**config.mk**
```make
export PLATFORM = sky130hd
export DESIGN_NAME = exu_top
export DESIGN_NICKNAME = d
export VERILOG_FILES = /design/src/exu_pkg.sv /design/src/exu_alu.sv /design/src/exu_bypass.sv /design/src/exu_dispatch.sv /design/src/exu_lsu.sv /design/src/exu_regfile.sv /design/src/exu_top.sv /design/src/exu_writeback.sv
export SDC_FILE = /design/constraint.sdc
export NUM_CORES = 2
export LEC_CHECK = 0
export BUFFER_PORTS_ARGS = -buffer_cell sky130_fd_sc_hd__buf_2
export CELL_PAD_IN_SITES_DETAIL_PLACEMENT = 0
export CELL_PAD_IN_SITES_GLOBAL_PLACEMENT = 1
export CORE_MARGIN = 5
export CORE_UTILIZATION = 57
export CTS_BUF_LIST = sky130_fd_sc_hd__clkbuf_4 sky130_fd_sc_hd__clkbuf_8
export DETAILED_ROUTE_END_ITERATION = 10
export PLACE_DENSITY_LB_ADDON = 0.12
export SYNTH_ARGS = -nofsm -noshare
export SYNTH_HDL_FRONTEND = slang
export SYNTH_SLANG_ARGS = --single-unit
```
**constraint.sdc**
```tcl
create_clock -name clk -period 16.3 [get_ports clk]
set_input_delay 2.445 -clock clk [delete_from_list [all_inputs] [get_ports clk]]
set_output_delay 2.445 -clock clk [all_outputs]
set_load 0.02 [all_outputs]
```
**src/exu_pkg.sv**
```systemverilog
package exu_pkg;

   localparam int XLEN       = 32;
   localparam int REG_ADDR_W = 5;
   localparam int NUM_REGS   = 32;
   localparam int OPC_W      = 10;
   localparam int ALU_OP_W   = 3;
   localparam int LSU_ST_W   = 2;

   // major opcodes, top ten bits of the word
   localparam logic [OPC_W-1:0] OPC_ADD  = 10'h001;
   localparam logic [OPC_W-1:0] OPC_SUB  = 10'h002;
   localparam logic [OPC_W-1:0] OPC_AND  = 10'h003;
   localparam logic [OPC_W-1:0] OPC_OR   = 10'h004;
   localparam logic [OPC_W-1:0] OPC_XOR  = 10'h005;
   localparam logic [OPC_W-1:0] OPC_SLT  = 10'h006;
   localparam logic [OPC_W-1:0] OPC_ADDI = 10'h00a;
   localparam logic [OPC_W-1:0] OPC_LD_W = 10'h0a2;
   localparam logic [OPC_W-1:0] OPC_ST_W = 10'h0a6;
   localparam logic [OPC_W-1:0] OPC_BEQ  = 10'h058;
   localparam logic [OPC_W-1:0] OPC_BNE  = 10'h05c;

   localparam logic [ALU_OP_W-1:0] ALU_ADD = 3'd0;
   localparam logic [ALU_OP_W-1:0] ALU_SUB = 3'd1;
   localparam logic [ALU_OP_W-1:0] ALU_AND = 3'd2;
   localparam logic [ALU_OP_W-1:0] ALU_OR  = 3'd3;
   localparam logic [ALU_OP_W-1:0] ALU_XOR = 3'd4;
   localparam logic [ALU_OP_W-1:0] ALU_SLT = 3'd5;

   // load/store fsm
   localparam logic [LSU_ST_W-1:0] LSU_IDLE = 2'd0;
   localparam logic [LSU_ST_W-1:0] LSU_REQ  = 2'd1;
   localparam logic [LSU_ST_W-1:0] LSU_REL  = 2'd2;

   ////////////////////////////////////////////////////////////////////////////
   // instruction word, two views of the same 32 bits
   ////////////////////////////////////////////////////////////////////////////

   typedef struct packed {
      logic [OPC_W-1:0]      opcode;
      logic [6:0]            pad;
      logic [REG_ADDR_W-1:0] rk;
      logic [REG_ADDR_W-1:0] rj;
      logic [REG_ADDR_W-1:0] rd;
   } r_form_s;

   typedef struct packed {
      logic [OPC_W-1:0]      opcode;
      logic [11:0]           imm;
      logic [REG_ADDR_W-1:0] rj;
      logic [REG_ADDR_W-1:0] rd;
   } i_form_s;

   typedef union packed {
      r_form_s r_form;
      i_form_s i_form;
   } inst_word_u;

   ////////////////////////////////////////////////////////////////////////////
   // stage bundles
   ////////////////////////////////////////////////////////////////////////////

   typedef struct packed {
      logic                  is_alu;
      logic                  is_ld;
      logic                  is_st;
      logic                  is_br;
      logic                  is_bne;
      logic [ALU_OP_W-1:0]   alu_op;
      logic                  use_imm;
      logic [REG_ADDR_W-1:0] rs1;
      logic [REG_ADDR_W-1:0] rs2;
      logic [REG_ADDR_W-1:0] rd;
      logic                  wen;
      logic [XLEN-1:0]       src_a;
      logic [XLEN-1:0]       src_b;
      logic [XLEN-1:0]       imm;
      logic [XLEN-1:0]       pc;
   } d2e_s;

   typedef struct packed {
      logic                  wen;
      logic [REG_ADDR_W-1:0] rd;
      logic [XLEN-1:0]       data;
   } res_s;

   typedef struct packed {
      logic            we;
      logic [XLEN-1:0] addr;
      logic [XLEN-1:0] wdata;
   } mem_req_s;

endpackage

```
**src/exu_alu.sv**
```systemverilog
`timescale 1ns/1ns

module exu_alu (
   input  logic                     clk,
   input  logic                     rst,
   input  exu_pkg::d2e_s            d2e,
   input  logic [exu_pkg::XLEN-1:0] opa,
   input  logic [exu_pkg::XLEN-1:0] opb,
   output logic                     br_taken,
   output logic [exu_pkg::XLEN-1:0] br_target,
   output exu_pkg::res_s            alu_res
);
   import exu_pkg::*;

   logic [XLEN-1:0] result;
   logic            equal;

   always_comb begin
      case (d2e.alu_op)
         ALU_ADD: result = opa + opb;
         ALU_SUB: result = opa - opb;
         ALU_AND: result = opa & opb;
         ALU_OR:  result = opa | opb;
         ALU_XOR: result = opa ^ opb;
         // signed compare
         ALU_SLT: result = {{(XLEN-1){1'b0}}, ($signed(opa) < $signed(opb))};
         default: result = '0;
      endcase
   end

   ////////////////////////////////////////////////////////////////////////////
   // branch resolve, seen by dispatch in the same cycle
   ////////////////////////////////////////////////////////////////////////////

   assign equal     = (opa == opb);
   assign br_taken  = d2e.is_br & (d2e.is_bne ? ~equal : equal);

   // word offset
   assign br_target = d2e.pc + {d2e.imm[XLEN-3:0], 2'b00};

   // e to m
   always_ff @(posedge clk) begin
      alu_res.rd   <= d2e.rd;
      alu_res.data <= result;
      if (rst) begin
         alu_res.wen <= 1'b0;
      end else begin
         alu_res.wen <= d2e.is_alu & d2e.wen;
      end
   end

endmodule

```
**src/exu_bypass.sv**
```systemverilog
`timescale 1ns/1ns

module exu_bypass (
   input  exu_pkg::d2e_s            d2e,
   input  exu_pkg::res_s            res_m,
   input  exu_pkg::res_s            res_w,
   output logic [exu_pkg::XLEN-1:0] opa,
   output logic [exu_pkg::XLEN-1:0] opb
);
   import exu_pkg::*;

   logic [XLEN-1:0] fwd_b;

   // m holds the younger result so it is checked first
   function automatic logic [XLEN-1:0] pick (
      input logic [REG_ADDR_W-1:0] rs,
      input logic [XLEN-1:0]       rf_data,
      input res_s                  m,
      input res_s                  w
   );
      if (m.wen && (m.rd == rs)) begin
         return m.data;
      end
      if (w.wen && (w.rd == rs)) begin
         return w.data;
      end
      return rf_data;
   endfunction

   ////////////////////////////////////////////////////////////////////////////
   // operand select in e
   ////////////////////////////////////////////////////////////////////////////

   assign opa   = pick(d2e.rs1, d2e.src_a, res_m, res_w);
   assign fwd_b = pick(d2e.rs2, d2e.src_b, res_m, res_w);

   // an immediate operand b is never replaced
   // store data and branch compare ride on opb
   assign opb   = d2e.use_imm ? d2e.src_b : fwd_b;

endmodule

```
**src/exu_dispatch.sv**
```systemverilog
`timescale 1ns/1ns

module exu_dispatch (
   input  logic                     clk,
   input  logic                     rst,
   input  logic                     inst_valid,
   input  exu_pkg::inst_word_u      inst,
   input  logic [exu_pkg::XLEN-1:0] pc,
   output logic                     inst_ready,
   input  logic                     lsu_busy,
   input  logic                     br_kill,
   input  exu_pkg::res_s            wb,
   output exu_pkg::d2e_s            d2e
);
   import exu_pkg::*;

   d2e_s            dec;
   logic            known;
   logic            accept;
   logic            rd_as_rs2;
   logic [XLEN-1:0] rs1_data;
   logic [XLEN-1:0] rs2_data;

   // issue stalls for the whole memory access
   assign inst_ready = ~lsu_busy;
   assign accept     = inst_valid & inst_ready;

   ////////////////////////////////////////////////////////////////////////////
   // decode
   ////////////////////////////////////////////////////////////////////////////

   always_comb begin
      dec        = '0;
      known      = 1'b1;
      dec.alu_op = ALU_ADD;
      dec.rd     = inst.r_form.rd;
      dec.imm    = {{(XLEN-12){inst.i_form.imm[11]}}, inst.i_form.imm};
      dec.pc     = pc;
      case (inst.r_form.opcode)
         OPC_ADD:  dec.alu_op  = ALU_ADD;
         OPC_SUB:  dec.alu_op  = ALU_SUB;
         OPC_AND:  dec.alu_op  = ALU_AND;
         OPC_OR:   dec.alu_op  = ALU_OR;
         OPC_XOR:  dec.alu_op  = ALU_XOR;
         OPC_SLT:  dec.alu_op  = ALU_SLT;
         OPC_ADDI: dec.use_imm = 1'b1;
         OPC_LD_W: dec.is_ld   = 1'b1;
         OPC_ST_W: dec.is_st   = 1'b1;
         OPC_BEQ:  dec.is_br   = 1'b1;
         OPC_BNE:  dec.is_bne  = 1'b1;
         default:  known       = 1'b0;
      endcase
      dec.is_br  = dec.is_br | dec.is_bne;
      dec.is_alu = known & ~(dec.is_ld | dec.is_st | dec.is_br);

      // store data and branch compare come in on rd
      rd_as_rs2  = dec.is_st | dec.is_br;
      dec.rs1    = inst.r_form.rj;
      dec.rs2    = rd_as_rs2 ? inst.r_form.rd : inst.r_form.rk;

      // only ALU ops and loads write, never to r0
      dec.wen    = (dec.is_alu | dec.is_ld) & (inst.r_form.rd != '0);
   end

   exu_regfile u_regfile (
      .clk      (clk),
      .rst      (rst),
      .rs1      (dec.rs1),
      .rs2      (dec.rs2),
      .rs1_data (rs1_data),
      .rs2_data (rs2_data),
      .wb       (wb)
   );

   // d to e register, a killed or missing instruction turns into a bubble
   always_ff @(posedge clk) begin
      d2e       <= dec;
      d2e.src_a <= rs1_data;
      d2e.src_b <= dec.use_imm ? dec.imm : rs2_data;
      if (rst || !accept || br_kill) begin
         d2e.is_alu <= 1'b0;
         d2e.is_ld  <= 1'b0;
         d2e.is_st  <= 1'b0;
         d2e.is_br  <= 1'b0;
         d2e.wen    <= 1'b0;
      end
   end

   a_known_opcode : assert property (@(posedge clk) disable iff (rst)
      accept |-> known);

endmodule

```
**src/exu_lsu.sv**
```systemverilog
`timescale 1ns/1ns

module exu_lsu (
   input  logic                     clk,
   input  logic                     rst,
   input  exu_pkg::d2e_s            d2e,
   input  logic [exu_pkg::XLEN-1:0] opa,
   input  logic [exu_pkg::XLEN-1:0] opb,
   output logic                     mem_req,
   output exu_pkg::mem_req_s        mem_req_data,
   input  logic                     mem_ack,
   input  logic [exu_pkg::XLEN-1:0] mem_rdata,
   output logic                     lsu_busy,
   output logic                     lsu_done,
   output exu_pkg::res_s            lsu_res
);
   import exu_pkg::*;

   logic [LSU_ST_W-1:0]   state;
   logic                  start;
   mem_req_s              req_d;
   mem_req_s              req_q;
   logic                  wen_q;
   logic [REG_ADDR_W-1:0] rd_q;
   logic [XLEN-1:0]       data_q;

   assign start = (state == LSU_IDLE) & (d2e.is_ld | d2e.is_st);

   // base plus offset
   assign req_d.we    = d2e.is_st;
   assign req_d.addr  = opa + d2e.imm;
   assign req_d.wdata = opb;

   // request goes out straight from e, then from the held copy
   assign mem_req      = start | (state == LSU_REQ);
   assign mem_req_data = (state == LSU_IDLE) ? req_d : req_q;
   assign lsu_busy     = start | (state != LSU_IDLE);
   assign lsu_done     = (state == LSU_REL) & ~mem_ack;
   assign lsu_res      = '{wen: wen_q, rd: rd_q, data: data_q};

   ////////////////////////////////////////////////////////////////////////////
   // four-phase handshake
   ////////////////////////////////////////////////////////////////////////////

   always_ff @(posedge clk) begin
      if (rst) begin
         state <= LSU_IDLE;
         wen_q <= 1'b0;
      end else begin
         case (state)
            LSU_IDLE: begin
               if (start) begin
                  state <= LSU_REQ;
                  wen_q <= d2e.wen;
               end
            end
            LSU_REQ: begin
               if (mem_ack) begin
                  state <= LSU_REL;
               end
            end
            // wait for the responder to drop ack
            LSU_REL: begin
               if (!mem_ack) begin
                  state <= LSU_IDLE;
               end
            end
            default: state <= LSU_IDLE;
         endcase
      end
   end

   always_ff @(posedge clk) begin
      if (start) begin
         req_q <= req_d;
         rd_q  <= d2e.rd;
      end
      if ((state == LSU_REQ) && mem_ack) begin
         data_q <= mem_rdata;
      end
   end

   a_req_held : assert property (@(posedge clk) disable iff (rst)
      mem_req && !mem_ack |=> mem_req && $stable(mem_req_data));

endmodule

```
**src/exu_regfile.sv**
```systemverilog
`timescale 1ns/1ns

module exu_regfile (
   input  logic                           clk,
   input  logic                           rst,
   input  logic [exu_pkg::REG_ADDR_W-1:0] rs1,
   input  logic [exu_pkg::REG_ADDR_W-1:0] rs2,
   output logic [exu_pkg::XLEN-1:0]       rs1_data,
   output logic [exu_pkg::XLEN-1:0]       rs2_data,
   input  exu_pkg::res_s                  wb
);
   import exu_pkg::*;

   logic [XLEN-1:0] regs [NUM_REGS];

   // writes held off while in reset
   always_ff @(posedge clk) begin
      if (!rst && wb.wen) begin
         regs[wb.rd] <= wb.data;
      end
   end

   // r0 reads as zero
   // a same-cycle write from w is returned directly
   assign rs1_data = (rs1 == '0)                ? '0      :
                     (wb.wen && (wb.rd == rs1)) ? wb.data :
                                                  regs[rs1];

   assign rs2_data = (rs2 == '0)                ? '0      :
                     (wb.wen && (wb.rd == rs2)) ? wb.data :
                                                  regs[rs2];

endmodule

```
**src/exu_top.sv**
```systemverilog
`timescale 1ns/1ns

module exu_top (
   input  logic                           clk,
   input  logic                           rst,
   input  logic                           inst_valid,
   input  exu_pkg::inst_word_u            inst,
   input  logic [exu_pkg::XLEN-1:0]       pc,
   output logic                           inst_ready,
   output logic                           mem_req,
   output exu_pkg::mem_req_s              mem_req_data,
   input  logic                           mem_ack,
   input  logic [exu_pkg::XLEN-1:0]       mem_rdata,
   output logic                           br_taken,
   output logic [exu_pkg::XLEN-1:0]       br_target,
   output logic                           wb_en,
   output logic [exu_pkg::REG_ADDR_W-1:0] wb_rd,
   output logic [exu_pkg::XLEN-1:0]       wb_data
);
   import exu_pkg::*;

   d2e_s            d2e;
   logic [XLEN-1:0] opa;
   logic [XLEN-1:0] opb;
   res_s            alu_res;
   res_s            lsu_res;
   res_s            res_m;
   res_s            res_w;
   logic            lsu_busy;
   logic            lsu_done;

   exu_dispatch u_dispatch (
      .clk (clk), .rst (rst), .inst_valid (inst_valid), .inst (inst), .pc (pc),
      .inst_ready (inst_ready), .lsu_busy (lsu_busy), .br_kill (br_taken),
      .wb (res_w), .d2e (d2e)
   );

   exu_bypass u_bypass (.d2e (d2e), .res_m (res_m), .res_w (res_w), .opa (opa), .opb (opb));

   exu_alu u_alu (
      .clk (clk), .rst (rst), .d2e (d2e), .opa (opa), .opb (opb),
      .br_taken (br_taken), .br_target (br_target), .alu_res (alu_res)
   );

   exu_lsu u_lsu (
      .clk (clk), .rst (rst), .d2e (d2e), .opa (opa), .opb (opb),
      .mem_req (mem_req), .mem_req_data (mem_req_data), .mem_ack (mem_ack),
      .mem_rdata (mem_rdata), .lsu_busy (lsu_busy), .lsu_done (lsu_done),
      .lsu_res (lsu_res)
   );

   exu_writeback u_writeback (
      .clk (clk), .rst (rst), .alu_res (alu_res), .lsu_res (lsu_res),
      .lsu_done (lsu_done), .res_m (res_m), .res_w (res_w)
   );

   // writeback port
   assign wb_en   = res_w.wen;
   assign wb_rd   = res_w.rd;
   assign wb_data = res_w.data;

endmodule

```
**src/exu_writeback.sv**
```systemverilog
`timescale 1ns/1ns

module exu_writeback (
   input  logic          clk,
   input  logic          rst,
   input  exu_pkg::res_s alu_res,
   input  exu_pkg::res_s lsu_res,
   input  logic          lsu_done,
   output exu_pkg::res_s res_m,
   output exu_pkg::res_s res_w
);

   // memory result claims the m slot in its done cycle
   assign res_m = lsu_done ? lsu_res : alu_res;

   ////////////////////////////////////////////////////////////////////////////
   // m to w
   ////////////////////////////////////////////////////////////////////////////

   always_ff @(posedge clk) begin
      res_w.rd   <= res_m.rd;
      res_w.data <= res_m.data;
      if (rst) begin
         res_w.wen <= 1'b0;
      end else begin
         res_w.wen <= res_m.wen;
      end
   end

   // issue stall keeps ALU results out of the load's slot
   a_no_collision : assert property (@(posedge clk) disable iff (rst)
      !(lsu_done && alu_res.wen));

endmodule

```
Word level (Yosys, flattened, before mapping)
Memory sizes are Yosys's and may differ from the RTL's.
Index checks and enable logic that the tools add are counted.
{"block": "word_totals", "n_memories": 1, "rom_bits": 0, "out_inout_bits": 138, "reg_bits": 314, "inputBits": 100, "latch_bits": 0, "ramBits": 1024}
{"block": "classes", "eq_ne": 28, "multipliers": 0, "n_lt_le_gt_ge": 1, "shift": 0, "n_addsub": 4, "muxes": 37, "n_reduce_logical": 21, "n_bitwise": 22, "n_div": 0}
{"memory": "u_dispatch.u_regfile.regs", "depth": 32, "width": 32, "rd": 2, "rd_ports_with_merged_regs": 0, "write_ports": 1, "line": "exu_regfile.sv:14", "source": "logic [XLEN-1:0] regs [NUM_REGS];"}
{"cell": "32-bit two-way mux", "n": 13}
{"cell": "32-bit one-hot mux with 6 select lines", "n": 1}
{"cell": "32-bit adder", "n": 3}
{"cell": "65-bit two-way mux", "n": 1}
{"cell": "38-bit two-way mux", "n": 1}
{"cell": "32-bit bitwise AND", "n": 1}
{"cell": "32-bit equality test", "n": 1}
{"cell": "32-bit less-than comparator", "n": 1}
{"cell": "32-bit bitwise OR", "n": 1}
{"cell": "32-bit subtractor", "n": 1}
{"cell": "32-bit bitwise XOR", "n": 1}
{"cell": "10-bit by 3-bit equality test with 1-bit output (second input constant)", "n": 3}
{"cell": "5-bit equality test", "n": 6}
{"cell": "10-bit by 2-bit equality test with 1-bit output (second input constant)", "n": 2}
{"cell": "10-bit by 7-bit equality test with 1-bit output (second input constant)", "n": 2}
{"cell": "10-bit by 8-bit equality test with 1-bit output (second input constant)", "n": 2}
{"cell": "1-bit two-way mux", "n": 15}
{"cell": "3-bit one-hot mux with 5 select lines", "n": 1}
{"cell": "11-bit OR reduction", "n": 1}
{"cell": "10-bit by 1-bit equality test with 1-bit output (second input constant)", "n": 1}
{"cell": "10-bit by 4-bit equality test with 1-bit output (second input constant)", "n": 1}
{"cell": "5-bit logical NOT", "n": 2}
{"cell": "1-bit logical AND", "n": 8}
{"cell": "1-bit bitwise OR", "n": 8}
{"cell": "other kinds (20)", "n": 36}

Longest topological paths before layout
{"block": "depth", "ltp_word": 15, "depth_mapped": 25, "depth_no_buf": 23}

Hierarchy
From an unflattened synthesis, not the netlist that was laid out.
{"block": "hier_totals", "hier_cells": 4820, "hier_area_um2": 68100.3}
{"module": "exu_regfile", "n_inst": 1, "area_per_inst_um2": 47934.7, "cells_per_inst": 2554}
{"module": "exu_alu", "n_inst": 1, "area_per_inst_um2": 7568.5, "cells_per_inst": 1069}
{"module": "exu_lsu", "n_inst": 1, "area_per_inst_um2": 5768.0, "cells_per_inst": 543}
{"module": "exu_dispatch", "n_inst": 1, "area_per_inst_um2": 3457.1, "cells_per_inst": 232}
{"module": "exu_bypass", "n_inst": 1, "area_per_inst_um2": 1993.2, "cells_per_inst": 341}
{"module": "exu_writeback", "n_inst": 1, "area_per_inst_um2": 1378.8, "cells_per_inst": 81}

Worst setup path before layout
Ideal clock, no wire load.
{"block": "synth_timing", "path_type": "input to output", "startpoint": "input mem_ack", "endpoint": "output mem_req_data[62] (netlist name)", "path_slack_ns": 6.761, "n_path_buf": 2, "cell_stages": 19, "arrival_ns": 7.094, "path_cell_list": "nor3b_1 -> clkbuf_1 -> mux2i_1 -> xnor2_1 -> nor3_1 -> nand3_1 -> clkbuf_1 -> a21oi_1 -> ha_1 -> fa_1 -> a211oi_1 -> o21ai_0 -> a31oi_1 -> a21oi_1 -> a2111oi_0 -> o31ai_1 -> o211ai_1 -> xnor2_1 -> mux2_2"}
{"item": "start, declared", "line": "exu_top.sv:12", "source": "input logic mem_ack,"}
{"item": "end, declared", "line": "exu_top.sv:11", "source": "output exu_pkg::mem_req_s mem_req_data,"}

Worst setup path after layout
{"block": "layout_timing", "startpoint": "input mem_ack", "endpoint": "output br_taken"}
{"block": "layout_via", "elab_chain_cells": 12, "word_cells_on_any_way": 22}
{"item": "1-bit NOT (*)", "line": "exu_lsu.sv:38", "source": "assign lsu_done = (state == LSU_REL) & ~mem_ack;"}
{"item": "1-bit bitwise AND (*)", "line": "exu_lsu.sv:38"}
{"item": "38-bit two-way mux (*)", "line": "exu_writeback.sv:14", "source": "assign res_m = lsu_done ? lsu_res : alu_res;"}
{"item": "5-bit equality test / 32-bit two-way mux (equally long branches)", "line": "exu_bypass.sv:21", "source": "if (m.wen && (m.rd == rs)) begin"}
{"item": "1-bit logical AND / 32-bit two-way mux (equally long branches)", "line": "exu_bypass.sv:21, exu_bypass.sv:24"}
{"item": "1-bit two-way mux / 32-bit two-way mux (equally long branches)", "line": "exu_bypass.sv:21, exu_bypass.sv:27"}
{"item": "32-bit two-way mux (*)", "line": "exu_bypass.sv:24", "source": "if (w.wen && (w.rd == rs)) begin"}
{"item": "32-bit two-way mux (*)", "line": "exu_bypass.sv:39", "source": "assign opb = d2e.use_imm ? d2e.src_b : fwd_b;"}
{"item": "named net opb[29]", "line": "exu_top.sv:24", "source": "logic [XLEN-1:0] opb;"}
{"item": "32-bit equality test (*)", "line": "exu_alu.sv:35", "source": "assign equal = (opa == opb);"}
{"item": "1-bit NOT", "line": "exu_alu.sv:36", "source": "assign br_taken = d2e.is_br & (d2e.is_bne ? ~equal : equal);"}
{"item": "1-bit two-way mux (*)", "line": "exu_alu.sv:36"}
{"item": "1-bit bitwise AND (*)", "line": "exu_alu.sv:36"}
{"item": "end, declared", "line": "exu_top.sv:14", "source": "output logic br_taken,"}
Mark *: on every way through the listed nets, which the timed path passes. The rest lies on a longest branch. The select of a mux whose other input is x is not followed.

==> PnR_summary.wiki <==
{| class="wikitable"
! Metric !! Value
|-
| Final critical-path required period || 11.20 ns
|-
| Clock insertion delay at the later pin of the skew report || 0.97 ns
|-
| Global routing usage summed across all routing layers || 36.7%
|-
| Final worst hold slack || 0.353 ns
|-
| Least-Margin Pin Slew || 1.32 ns
|-
| Crit path capture type || primary output
|-
| Synth cell types || 82
|-
| Max Clock Skew || 0.0502 ns
|-
| Fmax || 89.3 MHz
|-
| Highest cell delay on the worst timing path || 0.60 ns
|-
| Worst reg-to-reg setup slack || 8.11 ns
|-
| Worst-path clk slew || 0.06 ns
|-
| Final routed wire length divided by cell count || 31.0 um
|-
| Setup violators final || 0
|-
| ANT nets after route || 0
|-
| Leading post-synthesis cells by cell area || sky130_fd_sc_hd__edfxtp_1, sky130_fd_sc_hd__mux4_2, sky130_fd_sc_hd__dfxtp_1
|-
| Setup repair after global routing missed its margin || no
|-
| Ratio of routed vias to standard cells || 6.77
|-
| Period utilization || 68.7%
|-
| Largest fanout on the critical path || 39
|-
| Fraction of registers with async set or reset after synthesis || 0%
|-
| Depth of the most critical reg-to-reg path || 24
|-
| Count of boundary I/O pins || 238
|-
| Max Slew Vio Count || 0
|-
| Total negative setup slack || 0 ns
|-
| Static leakage power || 27.3 nW
|-
| Die width || 354 um
|-
| Placeable core region || 118,000 um2
|-
| Mapped Nets || 5,963
|-
| Ys flop type || sky130_fd_sc_hd__edfxtp_1
|-
| Fraction of layout instances using a drive strength above 1 || 18.7%
|-
| Launch instance of the worst min-delay path || u_dispatch.d2e[130]
|-
| Min-Delay Path Class || reg2reg
|-
| Worst min-delay path endpoint || u_alu.alu_res[33]
|-
| Startpoint Class || input pin
|-
| Mapped Cells || 5,703
|-
| Setup Slack @ Placement || 5.13 ns
|-
| Number of gates resized after cts || 0
|-
| Sequential cell area fraction in the yosys report || 56.5%
|-
| Number of standard cells in the layout, taps in and fillers out || 7,627
|-
| Wire length reported by the detailed router || 236,000 um
|-
| Layout overhead on the synthesized area || 11.5%
|-
| Number of clock buffers inserted by TritonCTS || 219
|-
| Detailed Route Iter0 Violations || 7,686
|-
| GP Congestion || 0.972
|-
| DP HPWL || 137,000 um
|-
| Post-synth EDFFs || 1,126
|-
| Hold path cells || 0
|-
| Crit path max-delay cell type || sky130_fd_sc_hd__buf_4
|-
| Mapped Avg Cell Area || 11.8 um2
|-
| PnR worst setup slack || 5.10 ns
|-
| CTS HTree Levels || 4
|-
| Yosys warning total || 0
|-
| Total number of placement rows || 126
|-
| Outcome || finished, final reports clean
|-
| Fin nets || 6,163
|-
| Arrival time worst endpoint || 8.76 ns
|-
| Total DRC errors in the routed layout || 0
|-
| Clock tree root buffer cell || sky130_fd_sc_hd__clkbuf_8
|-
| Largest voltage drop on the vdd net || 0.102 mV
|-
| List of cells traversed by the critical path || buf_2, nor3b_2, buf_4, mux2i_1, xor2_1, nand2_1, nor4_4, buf_4, nor2_2, buf_4, a22oi_1, nor2_1, a21oi_1, inv_1, ha_1, nor4_1, nand3_1, nor4_1, nand4_1, xnor2_1, nand2_1, inv_1, buf_2
|-
| Total congestion overflow || 0
|-
| Number of antenna violations at the first check in global routing || 7
|-
| Area of the mapped netlist || 67,400 um2
|-
| Wire length of the first global-routing pass || 337,000 um
|-
| WP data required || 13.86 ns
|-
| Worst Setup Path Type || in2out
|-
| CTS tree || built
|-
| Max capacitance violation total || 0
|-
| Area of the die || 125,000 um2
|-
| Maximum number of buffers from clock root to sink || 3
|-
| Slew Limit Headroom || 11.9%
|-
| Cell accounting for the most synthesized area || sky130_fd_sc_hd__edfxtp_1
|-
| First-pass detailed-route iteration total || 6
|-
| Starting density of the core || 57.2%
|-
| Flip-flop and latch count after synthesis || 1,338
|-
| CP dominant cell by count || sky130_fd_sc_hd__buf_4
|-
| Total power density per cell area || 123 nW/um2
|-
| Count of input and output buffers || 237
|-
| Worst r2r dst || u_alu.alu_res[0]
|-
| Via count of the first global-routing pass || 49,400
|-
| Worst flop-to-flop path startpoint || u_lsu.state[1]
|-
| Hold violation total from the final report || 0
|-
| Overall die height || 354 um
|-
| Via count of the routed design || 51,600
|-
| Maximum number of pins on one net before global-route repair || 147
|-
| Placed cell count || 7,218
|-
| Post-Route Utilization || 63.8%
|-
| Number of setup buffers added after CTS || 0
|-
| Fill cell instance count of the final layout || 9,262
|-
| Clock sink total || 1,338
|-
| Count of hold buffers inserted by post-cts repair || 0
|-
| Top-area cell type share of the netlist area || 50.2%
|}
==> worst max-delay path by stage <==
stage	slack, ns	cells past startpoint	startpoint	endpoint
after detailed placement	5.13	21	mem_ack	mem_req_data[62]
after CTS	5.09	21	mem_ack	mem_req_data[62]
after floorplan	6.76	19	mem_ack	mem_req_data[62]
after global placement	5.05	21	mem_ack	mem_req_data[62]
after global routing	4.72	21	mem_ack	mem_req_data[62]
final	5.10	23	mem_ack	br_taken
==> cell families after synthesis <==
logic type               count (synthesis)  share of synthesized area, %
XOR/XNOR                               100                          1.30
flip-flops                            1338                          56.5
AND/OR/NAND/NOR                       1868                          11.9
multiplexers                           566                          12.9
adder cells (fa/ha/maj)                160                          3.02
AO/OA/AOI/OAI                         1137                          11.3
buffers and inverters                  534                          3.13
==> synth_stat cells, types with 77 or more instances <==
master                     instances
sky130_fd_sc_hd__nor2_1          300
sky130_fd_sc_hd__mux2i_1         256
sky130_fd_sc_hd__a21oi_1         290
sky130_fd_sc_hd__ha_1            156
sky130_fd_sc_hd__mux4_2          229
sky130_fd_sc_hd__a31oi_1         109
sky130_fd_sc_hd__inv_1           130
sky130_fd_sc_hd__mux2_2           77
sky130_fd_sc_hd__nand3_1         315
sky130_fd_sc_hd__edfxtp_1       1126
sky130_fd_sc_hd__dfxtp_1         212
sky130_fd_sc_hd__nand2_1         999
sky130_fd_sc_hd__clkbuf_1        284
sky130_fd_sc_hd__o21ai_0         159
==> layer usage <==
layer | global-route usage, % | vias up | part of all wire (%)
li1 | - | 22000 | -
met1 | 48.5 | 25300 | 37
met2 | 57.1 | 3577 | 45
met3 | 9.49 | 719 | 13
met4 | 17.8 | 4 | 5.5
met5 | 0 | - | 0.011
==> sequential cells by signal, indices dropped and copies added (netlist names) <==
signal and cells:
u_lsu.data_q 32, u_lsu.state 2, u_dispatch.d2e 133, u_lsu.rd_q 5, u_dispatch.u_regfile.regs 1024, u_writeback.res_w 38
u_lsu.wen_q 1, u_lsu.req_q 65, u_alu.alu_res 38
==> placed cells by master, fill, tap and decap left out, types with 36 or more instances in the layout <==
master                         n
sky130_fd_sc_hd__a211oi_1     49
sky130_fd_sc_hd__a21o_1       36
sky130_fd_sc_hd__a21oi_1     290
sky130_fd_sc_hd__a22oi_1      46
sky130_fd_sc_hd__a31oi_1     108
sky130_fd_sc_hd__and3_1       55
sky130_fd_sc_hd__buf_2       232
sky130_fd_sc_hd__buf_4       144
sky130_fd_sc_hd__clkbuf_4     95
sky130_fd_sc_hd__clkbuf_8    237
sky130_fd_sc_hd__clkinv_1     36
sky130_fd_sc_hd__dfxtp_1     210
sky130_fd_sc_hd__edfxtp_1   1126
sky130_fd_sc_hd__ha_1        156
sky130_fd_sc_hd__inv_1       127
sky130_fd_sc_hd__mux2_2       77
sky130_fd_sc_hd__mux2i_1     254
sky130_fd_sc_hd__mux4_2      229
sky130_fd_sc_hd__nand2_1     996
sky130_fd_sc_hd__nand2b_1     41
sky130_fd_sc_hd__nand3_1     314
sky130_fd_sc_hd__nor2_1      262
sky130_fd_sc_hd__nor3_1       38
sky130_fd_sc_hd__o2111ai_1    51
sky130_fd_sc_hd__o211ai_1     49
sky130_fd_sc_hd__o21ai_0     159
sky130_fd_sc_hd__o221ai_1     64
sky130_fd_sc_hd__o22ai_1      72
sky130_fd_sc_hd__xnor2_1      62
sky130_fd_sc_hd__xor2_1       38
==> power breakdown <==
part           leakage [nW]  internal [W]  switching [W]
Sequential             11.9       0.00412      0.0000421
Combinational          12.9      0.000551        0.00136
Clock                  2.48       0.00175        0.00139
==> stage by stage <==
stage	power (W)	area, um2
6_report	0.00922	75100
4_1_cts	0.00919	75100
3_5_place_dp	0.00608	70400
5_1_grt	0.00951	75100
2_1_floorplan	0.00536	67400
3_3_place_gp	0.00607	70400
==> cell type report <==
class	instances	area, um2	share of cell area [%]
Antenna cell	6	15.0	0.0200
Clock buffer	332	3980	5.29
Clock inverter	71	706	0.939
Inverter	132	507	0.675
Multi-Input combinational cell	3831	27600	36.7
Sequential cell	1338	38100	50.7
Tap cell	1536	1920	2.56
Timing Repair Buffer	381	2330	3.10
==> critical path: cells and delay by family <==
family,cells,cell delay [ns]
simple gates,10,2.52
compound gates,2,0.55
xor+xnor,2,0.42
mux,1,0.41
fa+ha+maj,1,0.46
buf+inv,7,1.91
Power figures use the tool's default switching activity.
